<file path="src/include/fetch_consts.svh">
// ~~~~~~~~~~~~~~~~~~~~~~~~~~~~~~~~~~~~~~
// Build constants for the fetch front end
// BTB_ENTRIES must equal 2**BTB_IDX_W
// IMEM_WORDS must equal 2**IMEM_AW
// IMEM_WAIT must be 1 or more
// ~~~~~~~~~~~~~~~~~~~~~~~~~~~~~~~~~~~~~~
`ifndef FETCH_CONSTS_SVH
`define FETCH_CONSTS_SVH

// First fetch address out of reset
`define RESET_PC 32'h00000100

// Branch target buffer geometry
`define BTB_ENTRIES 16
`define BTB_IDX_W 4

// Instruction memory depth, in 32-bit words
`define IMEM_WORDS 256
`define IMEM_AW 8

// Busy cycles per memory read
`define IMEM_WAIT 2

// Bus delivers little-endian words, fetch swaps them
`define BUS_LITTLE_ENDIAN 1

`endif

</file>
<file path="src/verilog/rv32_types_pkg.sv">
// ~~~~~~~~~~~~~~~~~~~~~~~~~~~~~~~~~~~~~~
// RV32I data types shared by the fetch path
// Only the major opcode field is encoded here
// ~~~~~~~~~~~~~~~~~~~~~~~~~~~~~~~~~~~~~~
`default_nettype none

`include "fetch_consts.svh"

package rv32_types_pkg;

    typedef logic [31:0] word_t;

    // Word index into instruction memory
    typedef logic [`IMEM_AW-1:0] imem_idx_t;

    // RV32I major opcodes, instr[6:0]
    typedef enum logic [6:0] {
        LUI    = 7'b0110111,
        AUIPC  = 7'b0010111,
        JAL    = 7'b1101111,
        JALR   = 7'b1100111,
        BRANCH = 7'b1100011,
        LOAD   = 7'b0000011,
        STORE  = 7'b0100011,
        IMM    = 7'b0010011,
        REG    = 7'b0110011,
        SYSTEM = 7'b1110011
    } opcode_t;

endpackage

`default_nettype wire

</file>
<file path="src/verilog/branch_predictor.sv">
// ~~~~~~~~~~~~~~~~~~~~~~~~~~~~~~~~~~~~~~
// Direct-mapped branch target buffer
// Index is pc bits BTB_IDX_W+1:2, tag is the rest
// Any hit predicts taken, no direction counters
// Update is visible to lookup after the next edge
// ~~~~~~~~~~~~~~~~~~~~~~~~~~~~~~~~~~~~~~
`default_nettype none

`include "fetch_consts.svh"

module branch_predictor
    import rv32_types_pkg::*;
(
    input  logic    CLK,
    input  logic    nRST,
    input  word_t   current_pc,
    output logic    predict_taken,
    output word_t   target_addr,
    input  logic    bp_update,
    input  word_t   bp_pc,
    input  word_t   bp_target,
    input  opcode_t bp_opcode
);
    localparam int TAG_W = 30 - `BTB_IDX_W;

    logic [`BTB_ENTRIES-1:0] valid_tab;
    logic [TAG_W-1:0]        tag_tab [`BTB_ENTRIES];
    word_t                   tgt_tab [`BTB_ENTRIES];

    logic [`BTB_IDX_W-1:0] look_idx;
    logic [TAG_W-1:0]      look_tag;
    logic [`BTB_IDX_W-1:0] upd_idx;
    logic [TAG_W-1:0]      upd_tag;
    logic                  upd_en;

    assign look_idx = current_pc[`BTB_IDX_W+1:2];
    assign look_tag = current_pc[31:`BTB_IDX_W+2];
    assign upd_idx  = bp_pc[`BTB_IDX_W+1:2];
    assign upd_tag  = bp_pc[31:`BTB_IDX_W+2];

    // Only control transfers are allowed into the table
    assign upd_en = bp_update && (bp_opcode inside {BRANCH, JAL, JALR});

    // Combinational lookup
    assign predict_taken = valid_tab[look_idx] && (tag_tab[look_idx] == look_tag);
    assign target_addr   = tgt_tab[look_idx];

    always_ff @(posedge CLK, negedge nRST) begin
        if (!nRST) begin
            valid_tab <= '0;
        end else if (upd_en) begin
            valid_tab[upd_idx] <= 1'b1;
        end
    end

    always_ff @(posedge CLK) begin
        if (upd_en) begin
            tag_tab[upd_idx] <= upd_tag;
            tgt_tab[upd_idx] <= bp_target;
        end
    end

    // Without RV32C every stored target is word aligned
    a_tgt_aligned: assert property (@(posedge CLK) disable iff (!nRST)
        upd_en |=> (tgt_tab[$past(upd_idx)][1:0] == 2'b00))
        else $error("branch target written with bits 1:0 set");

endmodule

`default_nettype wire

</file>
<file path="config.mk">
export PLATFORM = sky130hd
export DESIGN_NAME = branch_predictor
export DESIGN_NICKNAME = d
export VERILOG_FILES = /design/src/verilog/rv32_types_pkg.sv /design/src/verilog/branch_predictor.sv
export VERILOG_INCLUDE_DIRS = /design/src /design/src/include
export SDC_FILE = /design/constraint.sdc
export NUM_CORES = 1
export LEC_CHECK = 0
export BUFFER_PORTS_ARGS = -buffer_cell sky130_fd_sc_hd__buf_2
export CORE_ASPECT_RATIO = 1.75
export CORE_MARGIN = 1
export CORE_UTILIZATION = 60
export DETAILED_ROUTE_END_ITERATION = 7
export PLACE_DENSITY = 0.84
export SLEW_MARGIN = 20
export SYNTH_ARGS = -nofsm -noshare
export SYNTH_HDL_FRONTEND = slang
export SYNTH_SLANG_ARGS = --single-unit
</file>
<file path="constraint.sdc">
create_clock -name CLK -period 7.1 [get_ports CLK]
set_input_delay 1.065 -clock CLK [delete_from_list [all_inputs] [get_ports CLK]]
set_output_delay 1.065 -clock CLK [all_outputs]
set_load 0.005 [all_outputs]
</file>
==> run summary <==
Outcome: complete, no violations
Post-route setup TNS: 0 ns
Setup ws final: 1.387 ns
Fin crit period: 5.713 ns
Actual slew at the worst max-slew pin: 1.123 ns
Synth Area in XOR/XNOR: 0.006233
Setup bufs post-CTS: 0
Post-synthesis adder-cell area fraction: 0
Clock sink total: 944
Leakage: 13.18 nW
Area leader, netlist: edfxtp_1
Die area: 61920 µm²
Most used DFF post-synth: edfxtp_1
Share of cells above drive strength 1: 0.3190
Compound-Gate Fraction of Synth Area: 0.01856
Area after DPL: 38190 µm²
RSZ-0062 raised after global routing: false
Die height: 328.4 µm
All-Layer GR Usage: 0.2842
Setup CP Type: input pin to output pin
FMAX: 175.0 MHz
Gr ovfl total: 0
Hold Path Class: input pin to asynchronous set/reset pin
Post-Route WL: 85970 µm
CTS root buf: clkbuf_16
Detailed Routing Iterations Pass 1: 5
IO Count: 139
CTS Buf Count: 80
Placer Congestion: 0.9721
CTS Hold Buffers Added: 0
Worst slack, placed: 1.522 ns
CP required: 6.03 ns
Syn_area_per_cell: 22.89 µm²
Fin nets: 1875
Area Growth Syn to Fin: 11.96%
Vias in the first global route: 18770
Number of max-cap violations: 0
Most common library cells after synthesis: edfxtp_1, mux4_2, mux2i_1, nor2_1, buf_2
Final period util: 0.8046
Mux share of post-synthesis cell area: 0.1719
Port Buffer Count: 134
Sequential element share of the synthesized area: 0.7738
WP data arrival: 4.65 ns
Largest net degree at the start of global routing: 95
Final setup violation count: 0
Initial DRC count: 2051
Utilization after layout: 0.6800
H-tree depth: 3
CTS tree: built
Worst-path maximum fanout: 82
Pwr dens: 273.0 nW/µm²
Final Hold Fails: 0
First-pass GRT wire length: 123900 µm
Yosys warning count: 0
# rows: 119
# resized after CTS: 0
Initial antenna violation count: 16
Initial Utilization: 0.6073
Clk buf depth: 3
Final Instance Area: 40900 µm²
Mapped cell area: 36530 µm²
Post-synth top area share: 0.7628
Cell variety after synth: 57
Die width: 188.5 µm
Worst skew pair latency: 0.62 ns
Post-Syn Nets: 1702
Gate count after technology mapping: 1596
Filler cells: 3585
Max-slew violations: 0
ANT nets after route: 0
Post-synth EDFFs: 928
Synth Area in Simple Gates: 0.01740
Clock skew: 0 ns
Worst setup SP type: input pin
Residual DRC: 0
Dpl hpwl: 46130 µm
Clk slew on worst S/H paths: 0.07 ns
Largest family of logic cells by synthesized area: multiplexers
Core region area: 60150 µm²
Async SR Flop Fraction: 0.01695
Avg WL per Cell: 32.76 µm
Worst VDD drop: 0.0002603 V
Synth top area cells: edfxtp_1, mux4_2, mux2i_1
CP Capture Type: output pin
Total power: 0.01117 W
Max transition margin: 0.2516
DR vias: 17860
Most frequent cell after synthesis: edfxtp_1
Vias per cell: 6.804
Seq cells post-synth: 944
==> final timing paths <==
check | from | end | slack [ns] | depth (start not counted)
max in group asynchronous | nRST | valid_tab[15] | 6.41 | 1
setup / recovery | current_pc[2] | predict_taken | 1.39 | 10
hold / removal | nRST | valid_tab[11] | 0.38 | 1
min in group CLK | valid_tab[3] | valid_tab[3] | 0.50 | 1
setup reg to reg | valid_tab[9] | valid_tab[9] | 6.22 | 1
hold reg to reg | valid_tab[3] | valid_tab[3] | 0.50 | 1
==> stage by stage <==
step / hold WS (ns) / cells
after floorplan: 0.4337 / 1596
after global placement: 0.4458 / 2473
after detailed placement: 0.4498 / 2473
after CTS: 0.3604 / 2617
after global routing: 0.3846 / 2622
final: 0.3796 / 2624
==> cells in the final DEF, fill, tap and decap left out, drive strengths merged, types with 18 or more instances in the layout <==
cell type  synthesis  layout
mux2i             65      65
buf               47     167
nor2              31      31
edfxtp           928     928
o21ai             18      18
xnor2             18      18
clkbuf            29      94
nand2             21      21
clkinv             0      35
mux4             245     245
==> layout make-up <==
| type | count | area (µm²) | area share |
|---|---|---|---|
| multi-input cells | 562 | 7933 | 0.1939 |
| diodes | 7 | 17.52 | 0.0004283 |
| repair buffers | 167 | 957.2 | 0.02340 |
| clock buffers | 94 | 2170 | 0.05304 |
| well taps | 786 | 983.4 | 0.02404 |
| clock inverters | 50 | 521.8 | 0.01276 |
| flip-flops and latches | 944 | 28270 | 0.6911 |
| inverters | 14 | 53.80 | 0.001315 |
==> sequential cells by signal, summed over array words and instances, names as in the netlist <==
name,flops
tgt_tab,512
tag_tab,416
valid_tab,16
==> metal layers <==
metal / share of wire / global-route usage
met3: 0.074 / 0.04844
met4: 0.048 / 0.1504
met5: 0.0012 / 0
met1: 0.33 / 0.3314
met2: 0.54 / 0.5036
==> worst max-delay path, cell delays in order <==
cell,delay (ns)
buf_8,0.58
buf_4,0.47
mux4_2,0.56
a22o_1,0.26
a221oi_2,0.20
xnor2_1,0.18
a2111oi_0,0.52
nand4_1,0.21
nor4_2,0.29
buf_2,0.19
==> power breakdown <==
| group | leakage [nW] | switching, W | internal, W |
|---|---|---|---|
| Clock | 1.33 | 0.00195 | 0.00256 |
| Combinational | 3.29 | 0.000310 | 0.000225 |
| Sequential | 8.56 | 0.00000419 | 0.00612 |
| Total | 13.2 | 0.00226 | 0.00890 |
==> cell families after synthesis <==
group                     after synthesis
DFF                                   944
xor gates and xnor gates               26
buffers and inverters                  90
AOI/OAI and AO/OA                      92
muxes                                 320
and+or+nand+nor                       124
Power figures use the tool's default switching activity.
