[config.mk]
export PLATFORM = sky130hd
export DESIGN_NAME = fetch_stage
export DESIGN_NICKNAME = d
export VERILOG_FILES = /design/src/verilog/rv32_types_pkg.sv /design/src/verilog/fetch_ctrl_pkg.sv /design/src/verilog/fetch_stage.sv
export VERILOG_INCLUDE_DIRS = /design/src /design/src/include
export SDC_FILE = /design/constraint.sdc
export NUM_CORES = 1
export LEC_CHECK = 0
export BUFFER_PORTS_ARGS = -buffer_cell sky130_fd_sc_hd__clkbuf_2
export CORE_AREA = 2 2 144 146
export CTS_BUF_LIST = sky130_fd_sc_hd__clkbuf_16
export CTS_CLUSTER_DIAMETER = 150
export DETAILED_ROUTE_END_ITERATION = 10
export DIE_AREA = 0 0 146 148
export GPL_ROUTABILITY_DRIVEN = 0
export MAX_ROUTING_LAYER = met4
export PLACE_DENSITY = 0.73
export SYNTH_ARGS = -nofsm -noshare
export SYNTH_HDL_FRONTEND = slang
export SYNTH_SLANG_ARGS = --single-unit
[constraint.sdc]
create_clock -name CLK -period 2.55 [get_ports CLK]
set_clock_uncertainty 0.1 [all_clocks]
set_input_delay 0.3825 -clock CLK [delete_from_list [all_inputs] [get_ports CLK]]
set_output_delay 0.3825 -clock CLK [all_outputs]
set_load 0.01 [all_outputs]
[src/include/fetch_consts.svh]
// ~~~~~~~~~~~~~~~~~~~~~~~~~~~~~~~~~~~~~~
// Build constants for the fetch front end
// BTB_ENTRIES must equal 2**BTB_IDX_W
// IMEM_WORDS must equal 2**IMEM_AW
// IMEM_WAIT must be 1 or more
// ~~~~~~~~~~~~~~~~~~~~~~~~~~~~~~~~~~~~~~
`ifndef FETCH_CONSTS_SVH
`define FETCH_CONSTS_SVH

// First fetch address out of reset
`define RESET_PC 32'h00000100

// Branch target buffer geometry
`define BTB_ENTRIES 16
`define BTB_IDX_W 4

// Instruction memory depth, in 32-bit words
`define IMEM_WORDS 256
`define IMEM_AW 8

// Busy cycles per memory read
`define IMEM_WAIT 2

// Bus delivers little-endian words, fetch swaps them
`define BUS_LITTLE_ENDIAN 1

`endif

[src/verilog/rv32_types_pkg.sv]
// ~~~~~~~~~~~~~~~~~~~~~~~~~~~~~~~~~~~~~~
// RV32I data types shared by the fetch path
// Only the major opcode field is encoded here
// ~~~~~~~~~~~~~~~~~~~~~~~~~~~~~~~~~~~~~~
`default_nettype none

`include "fetch_consts.svh"

package rv32_types_pkg;

    typedef logic [31:0] word_t;

    // Word index into instruction memory
    typedef logic [`IMEM_AW-1:0] imem_idx_t;

    // RV32I major opcodes, instr[6:0]
    typedef enum logic [6:0] {
        LUI    = 7'b0110111,
        AUIPC  = 7'b0010111,
        JAL    = 7'b1101111,
        JALR   = 7'b1100111,
        BRANCH = 7'b1100011,
        LOAD   = 7'b0000011,
        STORE  = 7'b0100011,
        IMM    = 7'b0010011,
        REG    = 7'b0110011,
        SYSTEM = 7'b1110011
    } opcode_t;

endpackage

`default_nettype wire

[src/verilog/fetch_ctrl_pkg.sv]
// ~~~~~~~~~~~~~~~~~~~~~~~~~~~~~~~~~~~~~~
// Control encodings for the fetch front end
// npc_src_t is listed in priority order
// ~~~~~~~~~~~~~~~~~~~~~~~~~~~~~~~~~~~~~~
`default_nettype none

package fetch_ctrl_pkg;

    // Instruction memory read sequence
    typedef enum logic [1:0] {
        IDLE,
        WAIT,
        DONE
    } imem_state_t;

    // Source of the next PC
    typedef enum logic [1:0] {
        REDIRECT,
        PREDICT,
        SEQ
    } npc_src_t;

endpackage

`default_nettype wire

[src/verilog/fetch_stage.sv]
// ~~~~~~~~~~~~~~~~~~~~~~~~~~~~~~~~~~~~~~
// Fetch stage with one read in flight
// PC always names the oldest undelivered item
// A redirect drops the read in flight, the next
// read starts once the old one has drained
// fx payload is valid only with the fx_valid strobe
// ~~~~~~~~~~~~~~~~~~~~~~~~~~~~~~~~~~~~~~
`default_nettype none

`include "fetch_consts.svh"

module fetch_stage
    import rv32_types_pkg::*, fetch_ctrl_pkg::*;
(
    input  logic     CLK,
    input  logic     nRST,
    input  logic     pc_en,
    input  logic     if_ex_stall,
    input  logic     if_ex_flush,
    input  npc_src_t npc_sel,
    input  word_t    redirect_addr,
    input  logic     predict_taken,
    input  word_t    target_addr,
    output word_t    current_pc,
    output logic     ren,
    output word_t    addr,
    input  logic     busy,
    input  word_t    rdata,
    output logic     mal_addr,
    output logic     fx_valid,
    output word_t    fx_pc,
    output word_t    fx_pc4,
    output word_t    fx_instr,
    output logic     fx_mal_insn,
    output logic     fx_prediction
);
    word_t       pc;
    word_t       pc4;
    word_t       npc;
    word_t       bus_instr;
    word_t       held_instr;
    word_t       item_instr;
    imem_state_t rd_state;
    logic        cancel;
    logic        held_valid;
    logic        redirect_c;
    logic        rd_done;
    logic        rd_ok;
    logic        mal_done;
    logic        deliver;

    assign redirect_c = (npc_sel == REDIRECT);
    assign pc4        = pc + 32'd4;
    assign mal_addr   = (pc[1:0] != 2'b00);
    assign current_pc = pc;
    assign addr       = pc;

    always_comb begin
        case (npc_sel)
            REDIRECT: npc = redirect_addr;
            PREDICT:  npc = target_addr;
            default:  npc = pc4;
        endcase
    end

    // Bus byte order to instruction order
    generate
        if (`BUS_LITTLE_ENDIAN) begin : g_swap
            assign bus_instr = {rdata[7:0], rdata[15:8], rdata[23:16], rdata[31:24]};
        end else begin : g_pass
            assign bus_instr = rdata;
        end
    endgenerate

    // Read finishes in the first non-busy cycle after the request
    assign rd_done  = (rd_state == WAIT) && !busy;
    assign rd_ok    = rd_done && !cancel && !redirect_c;
    assign mal_done = mal_addr && (rd_state == IDLE);
    assign deliver  = !if_ex_stall && !redirect_c && (held_valid || rd_ok || mal_done);

    // Hold ren from request until the data cycle
    assign ren = (rd_state == WAIT)
              || (!held_valid && !mal_addr && !redirect_c);

    assign item_instr = held_valid ? held_instr : (mal_addr ? '0 : bus_instr);

    always_ff @(posedge CLK, negedge nRST) begin
        if (!nRST) begin
            pc <= `RESET_PC;
        end else if (pc_en && (redirect_c || deliver)) begin
            pc <= npc;
        end
    end

    always_ff @(posedge CLK, negedge nRST) begin
        if (!nRST) begin
            rd_state <= IDLE;
            cancel   <= 1'b0;
        end else begin
            case (rd_state)
                IDLE:    if (ren) rd_state <= WAIT;
                WAIT:    if (!busy) rd_state <= IDLE;
                default: rd_state <= IDLE;
            endcase
            if (rd_done) begin
                cancel <= 1'b0;
            end else if (redirect_c && rd_state == WAIT) begin
                cancel <= 1'b1;
            end
        end
    end

    // Read finished under stall, keep it for later
    always_ff @(posedge CLK, negedge nRST) begin
        if (!nRST) begin
            held_valid <= 1'b0;
        end else if (redirect_c || deliver) begin
            held_valid <= 1'b0;
        end else if (rd_ok && if_ex_stall) begin
            held_valid <= 1'b1;
        end
    end

    always_ff @(posedge CLK) begin
        if (rd_ok && if_ex_stall) begin
            held_instr <= bus_instr;
        end
    end

    always_ff @(posedge CLK, negedge nRST) begin
        if (!nRST) begin
            fx_valid      <= 1'b0;
            fx_pc         <= '0;
            fx_pc4        <= '0;
            fx_instr      <= '0;
            fx_mal_insn   <= 1'b0;
            fx_prediction <= 1'b0;
        end else if (deliver) begin
            fx_valid      <= 1'b1;
            fx_pc         <= pc;
            fx_pc4        <= pc4;
            fx_instr      <= item_instr;
            fx_mal_insn   <= mal_addr;
            fx_prediction <= predict_taken && !mal_addr;
        end else begin
            fx_valid <= 1'b0;
            if (if_ex_flush && !if_ex_stall) begin
                fx_pc         <= '0;
                fx_pc4        <= '0;
                fx_instr      <= '0;
                fx_mal_insn   <= 1'b0;
                fx_prediction <= 1'b0;
            end
        end
    end

    // Memory must answer a new request with busy on the next cycle
    a_busy_follows: assert property (@(posedge CLK) disable iff (!nRST)
        (rd_state == IDLE && ren) |=> busy)
        else $error("memory did not go busy after a read request");

endmodule

`default_nettype wire

==> flow_metrics.py <==
metrics = {
    "global_routing": {
        "grt_start_max_net_pins": 72,
        "gr-total-overflow": 0,
        "grt_pass1_vias": 6519,
        "antenna_found_initial": 0,
        "grt_first_pass_wirelength_um": 36700,
        "grt.total_usage_pct": 22.3,
    },
    "clock_network": {
        "postCtsHoldBufs": 1,
        "cts_tree": "built",
        "post_cts_resized": 0,
        "clk_path_buf_depth": 2,
        "cts_sinks": 164,
        "cts_max_level": 4,
        "clk_pin_slew_ns": 0.07,
        "numCtsBuffers": 17,
        "ctsRootBufferMaster": "clkbuf_16",
        "insertion_delay_ns": 0.43,
        "postCtsSetupBuffers": 0,
    },
    "synth": {
        "async_flop_share_pct": 80.5,
        "synth_area_leader_cell": "dfrtp_1",
        "yosys_warnings": 0,
        "synth-edff-count": 32,
        "synth_ff_type": "dfrtp_1",
        "syn_inst": 780,
        "synth_area_um2": 7890,
        "seq_area_frac_synth_pct": 54.0,
        "synth.distinct_cells": 58,
        "synth.top_cell.area_share_pct": 41.5,
        "synth_nets": 886,
        "synth-seq-cells": 164,
        "yosys-top-cells-area": "dfrtp_1, edfxtp_1, o21ai_0, nand2_1, a21oi_1",
        "avgSynthCellArea_um2": 10.1,
    },
    "critical_path": {
        "worst_setup_path_start_kind": "flip-flop",
        "cp_max_fo": 9,
        "worstPathRequired_ns": 2.78,
        "crit_arrival_ns": 2.54,
        "worst_r2r_path_depth": 5,
        "crit_type": "flip-flop to flip-flop",
        "worstSetupEndpointType": "flip-flop",
    },
    "route": {
        "drc": 0,
        "dr_total_vias": 6898,
        "vias_per_cell": 5.36,
        "first_iter_violations": 531,
        "wl_per_cell_um": 18.2,
        "ant_nets": 0,
        "first_pass_iters": 5,
        "drt_wl_total_um": 23400,
    },
    "final_layout": {
        "area_delta_synth_final_pct": 27.4,
        "fin_nets": 1110,
        "layout-drive-gt1-share_pct": 34.6,
        "instances_no_fill": 1287,
        "final-seq-area_um2": 4270,
        "multi_input_area_um2": 3100,
        "fill_cells": 1898,
        "antenna_cells": 0,
        "fin_area_um2": 10100,
    },
    "hold_path": {
        "worstHoldPathCells": 1,
        "min-delay-path-class": "input pin to flip-flop",
    },
    "sta": {
        "slew_headroom_pct": 56.1,
        "setup_viol": 0,
        "tns_ns": 0,
        "slew_violations": 0,
        "layout_setup_ws_ns": 0.244,
        "finalHoldViolCount": 0,
        "worst_slew_pin_slew_ns": 0.658,
        "rsz0062_at_grt": "false",
        "max_freq_mhz": 434,
        "period_share_pct": 90.4,
        "min_period_ns": 2.31,
    },
    "place": {
        "dpl_worst_slack_ns": 0.238,
        "hpwl_um": 16700,
        "dp.cells": 1254,
        "port_buffers": 269,
        "placedInstanceArea_um2": 9400,
    },
    "power_and_ir_drop": {
        "total_power_mw": 12.0,
        "p_per_area_nw_per_um2": 1190,
        "p_leak_nw": 4.73,
        "worst_ir_drop_vdd_mv": 0.521,
    },
    "die": {
        "ios": 270,
        "core_um2": 20000,
        "fp.dieW_um": 146,
        "die_area_um2": 21600,
        "rows": 52,
        "die_h_um": 148,
        "initial_core_util_pct": 39.4,
    },
    "flow_run": {
        "drv_cap": 0,
    },
    "outcome": {
        "status": "finished, final reports clean",
    },
}
## worst paths after layout
path	slack (ns)	from	to
worst max register to register	0.24	addr[8]	addr[24]
worst min-delay path	0.04	rdata[23]	held_instr[15]
worst max-delay path	0.24	addr[8]	addr[24]
max in group asynchronous	1.28	nRST	addr[8]
min in group asynchronous	0.37	nRST	fx_pc[13]
worst min register to register	0.38	fx_pc4[23]	fx_pc4[23]
## report_power, final
part           leakage [nW]  switching [mW]  internal [mW]
Combinational          2.45            2.74           1.94
Clock                 0.302            1.13           1.67
Sequential             1.98           0.896           3.63
Total                  4.73            4.77           7.24
## final cells by class
cell class / instances / area share (%)
well taps: 270 / 3.36
repair buffers: 302 / 16.4
flip-flops and latches: 164 / 42.4
clock inverters: 15 / 2.20
clock buffers: 17 / 4.23
inverters: 14 / 0.522
multi-input cells: 505 / 30.8
## metal layers
| metal | global-route usage (%) | share of wire [%] |
|---|---|---|
| met1 | 29.6 | 44 |
| met2 | 34.7 | 48 |
| met3 | 3.80 | 5.8 |
| met4 | 8.30 | 2.7 |
| met5 | - | 0 |
## kinds of logic after synthesis
group	Yosys count	synth area share, %
simple gates	226	15.1
fa+ha+maj	1	0.159
mux	9	1.19
flops	164	54.0
buf+inv	111	7.20
compound gates	241	19.2
xor+xnor	28	3.11
## layout by cell type (no fill, tap or decap), types with 4 or more instances in the layout
master	Yosys	routed
buf_4	34	28
xnor2_1	18	18
a31oi_1	17	17
o22a_1	14	14
nand3_1	18	18
xor2_1	10	10
nor2_1	16	14
inv_6	0	4
bufinv_16	0	4
clkbuf_2	2	268
o22ai_1	5	5
mux2i_1	6	6
nor3_1	4	4
nand2_1	89	89
buf_12	0	4
o21ai_0	77	77
a211oi_1	9	9
and3_1	41	41
dfrtp_1	131	131
or3_1	5	5
o221ai_1	5	5
clkinvlp_4	0	4
inv_1	13	13
clkbuf_16	0	17
a22o_1	29	29
nand4_1	14	14
a21oi_1	63	63
nor2b_1	20	20
edfxtp_1	32	32
## worst max-delay path, cell delays in order, from the launching register on
cell and delay, ns:
dfstp_2 0.63, nand3_2 0.19, nor4_2 0.49, nand3_2 0.22, or4_1 0.50, o221ai_1 0.08
## cell usage after synthesis, types with 16 or more instances
master    number
o21ai_0       77
nor2_1        16
xnor2_1       18
nand3_1       18
clkbuf_1      40
nand2_1       89
nor2b_1       20
a31oi_1       17
buf_2         17
dfrtp_1      131
buf_4         34
and3_1        41
edfxtp_1      32
a22o_1        29
a21oi_1       63
## registers in the layout, summed over array words and instances (netlist names)
register	cells
fx_mal_insn	1
fx_valid	1
fx_pc	32
fx_pc4	30
held_valid	1
held_instr	32
addr	32
fx_instr	32
fx_prediction	1
rd_state	1
cancel	1
## through the flow
stage / util, % / hold slack (ns)
2_1_floorplan: - / -0.0131
3_3_place_gp: 46.9 / 0.267
3_5_place_dp: 46.9 / 0.263
4_1_cts: 50.2 / 0.0240
5_1_grt: 50.2 / 0.0212
6_report: 50.2 / 0.0396
Note: power is estimated with default switching activity, not from simulation.
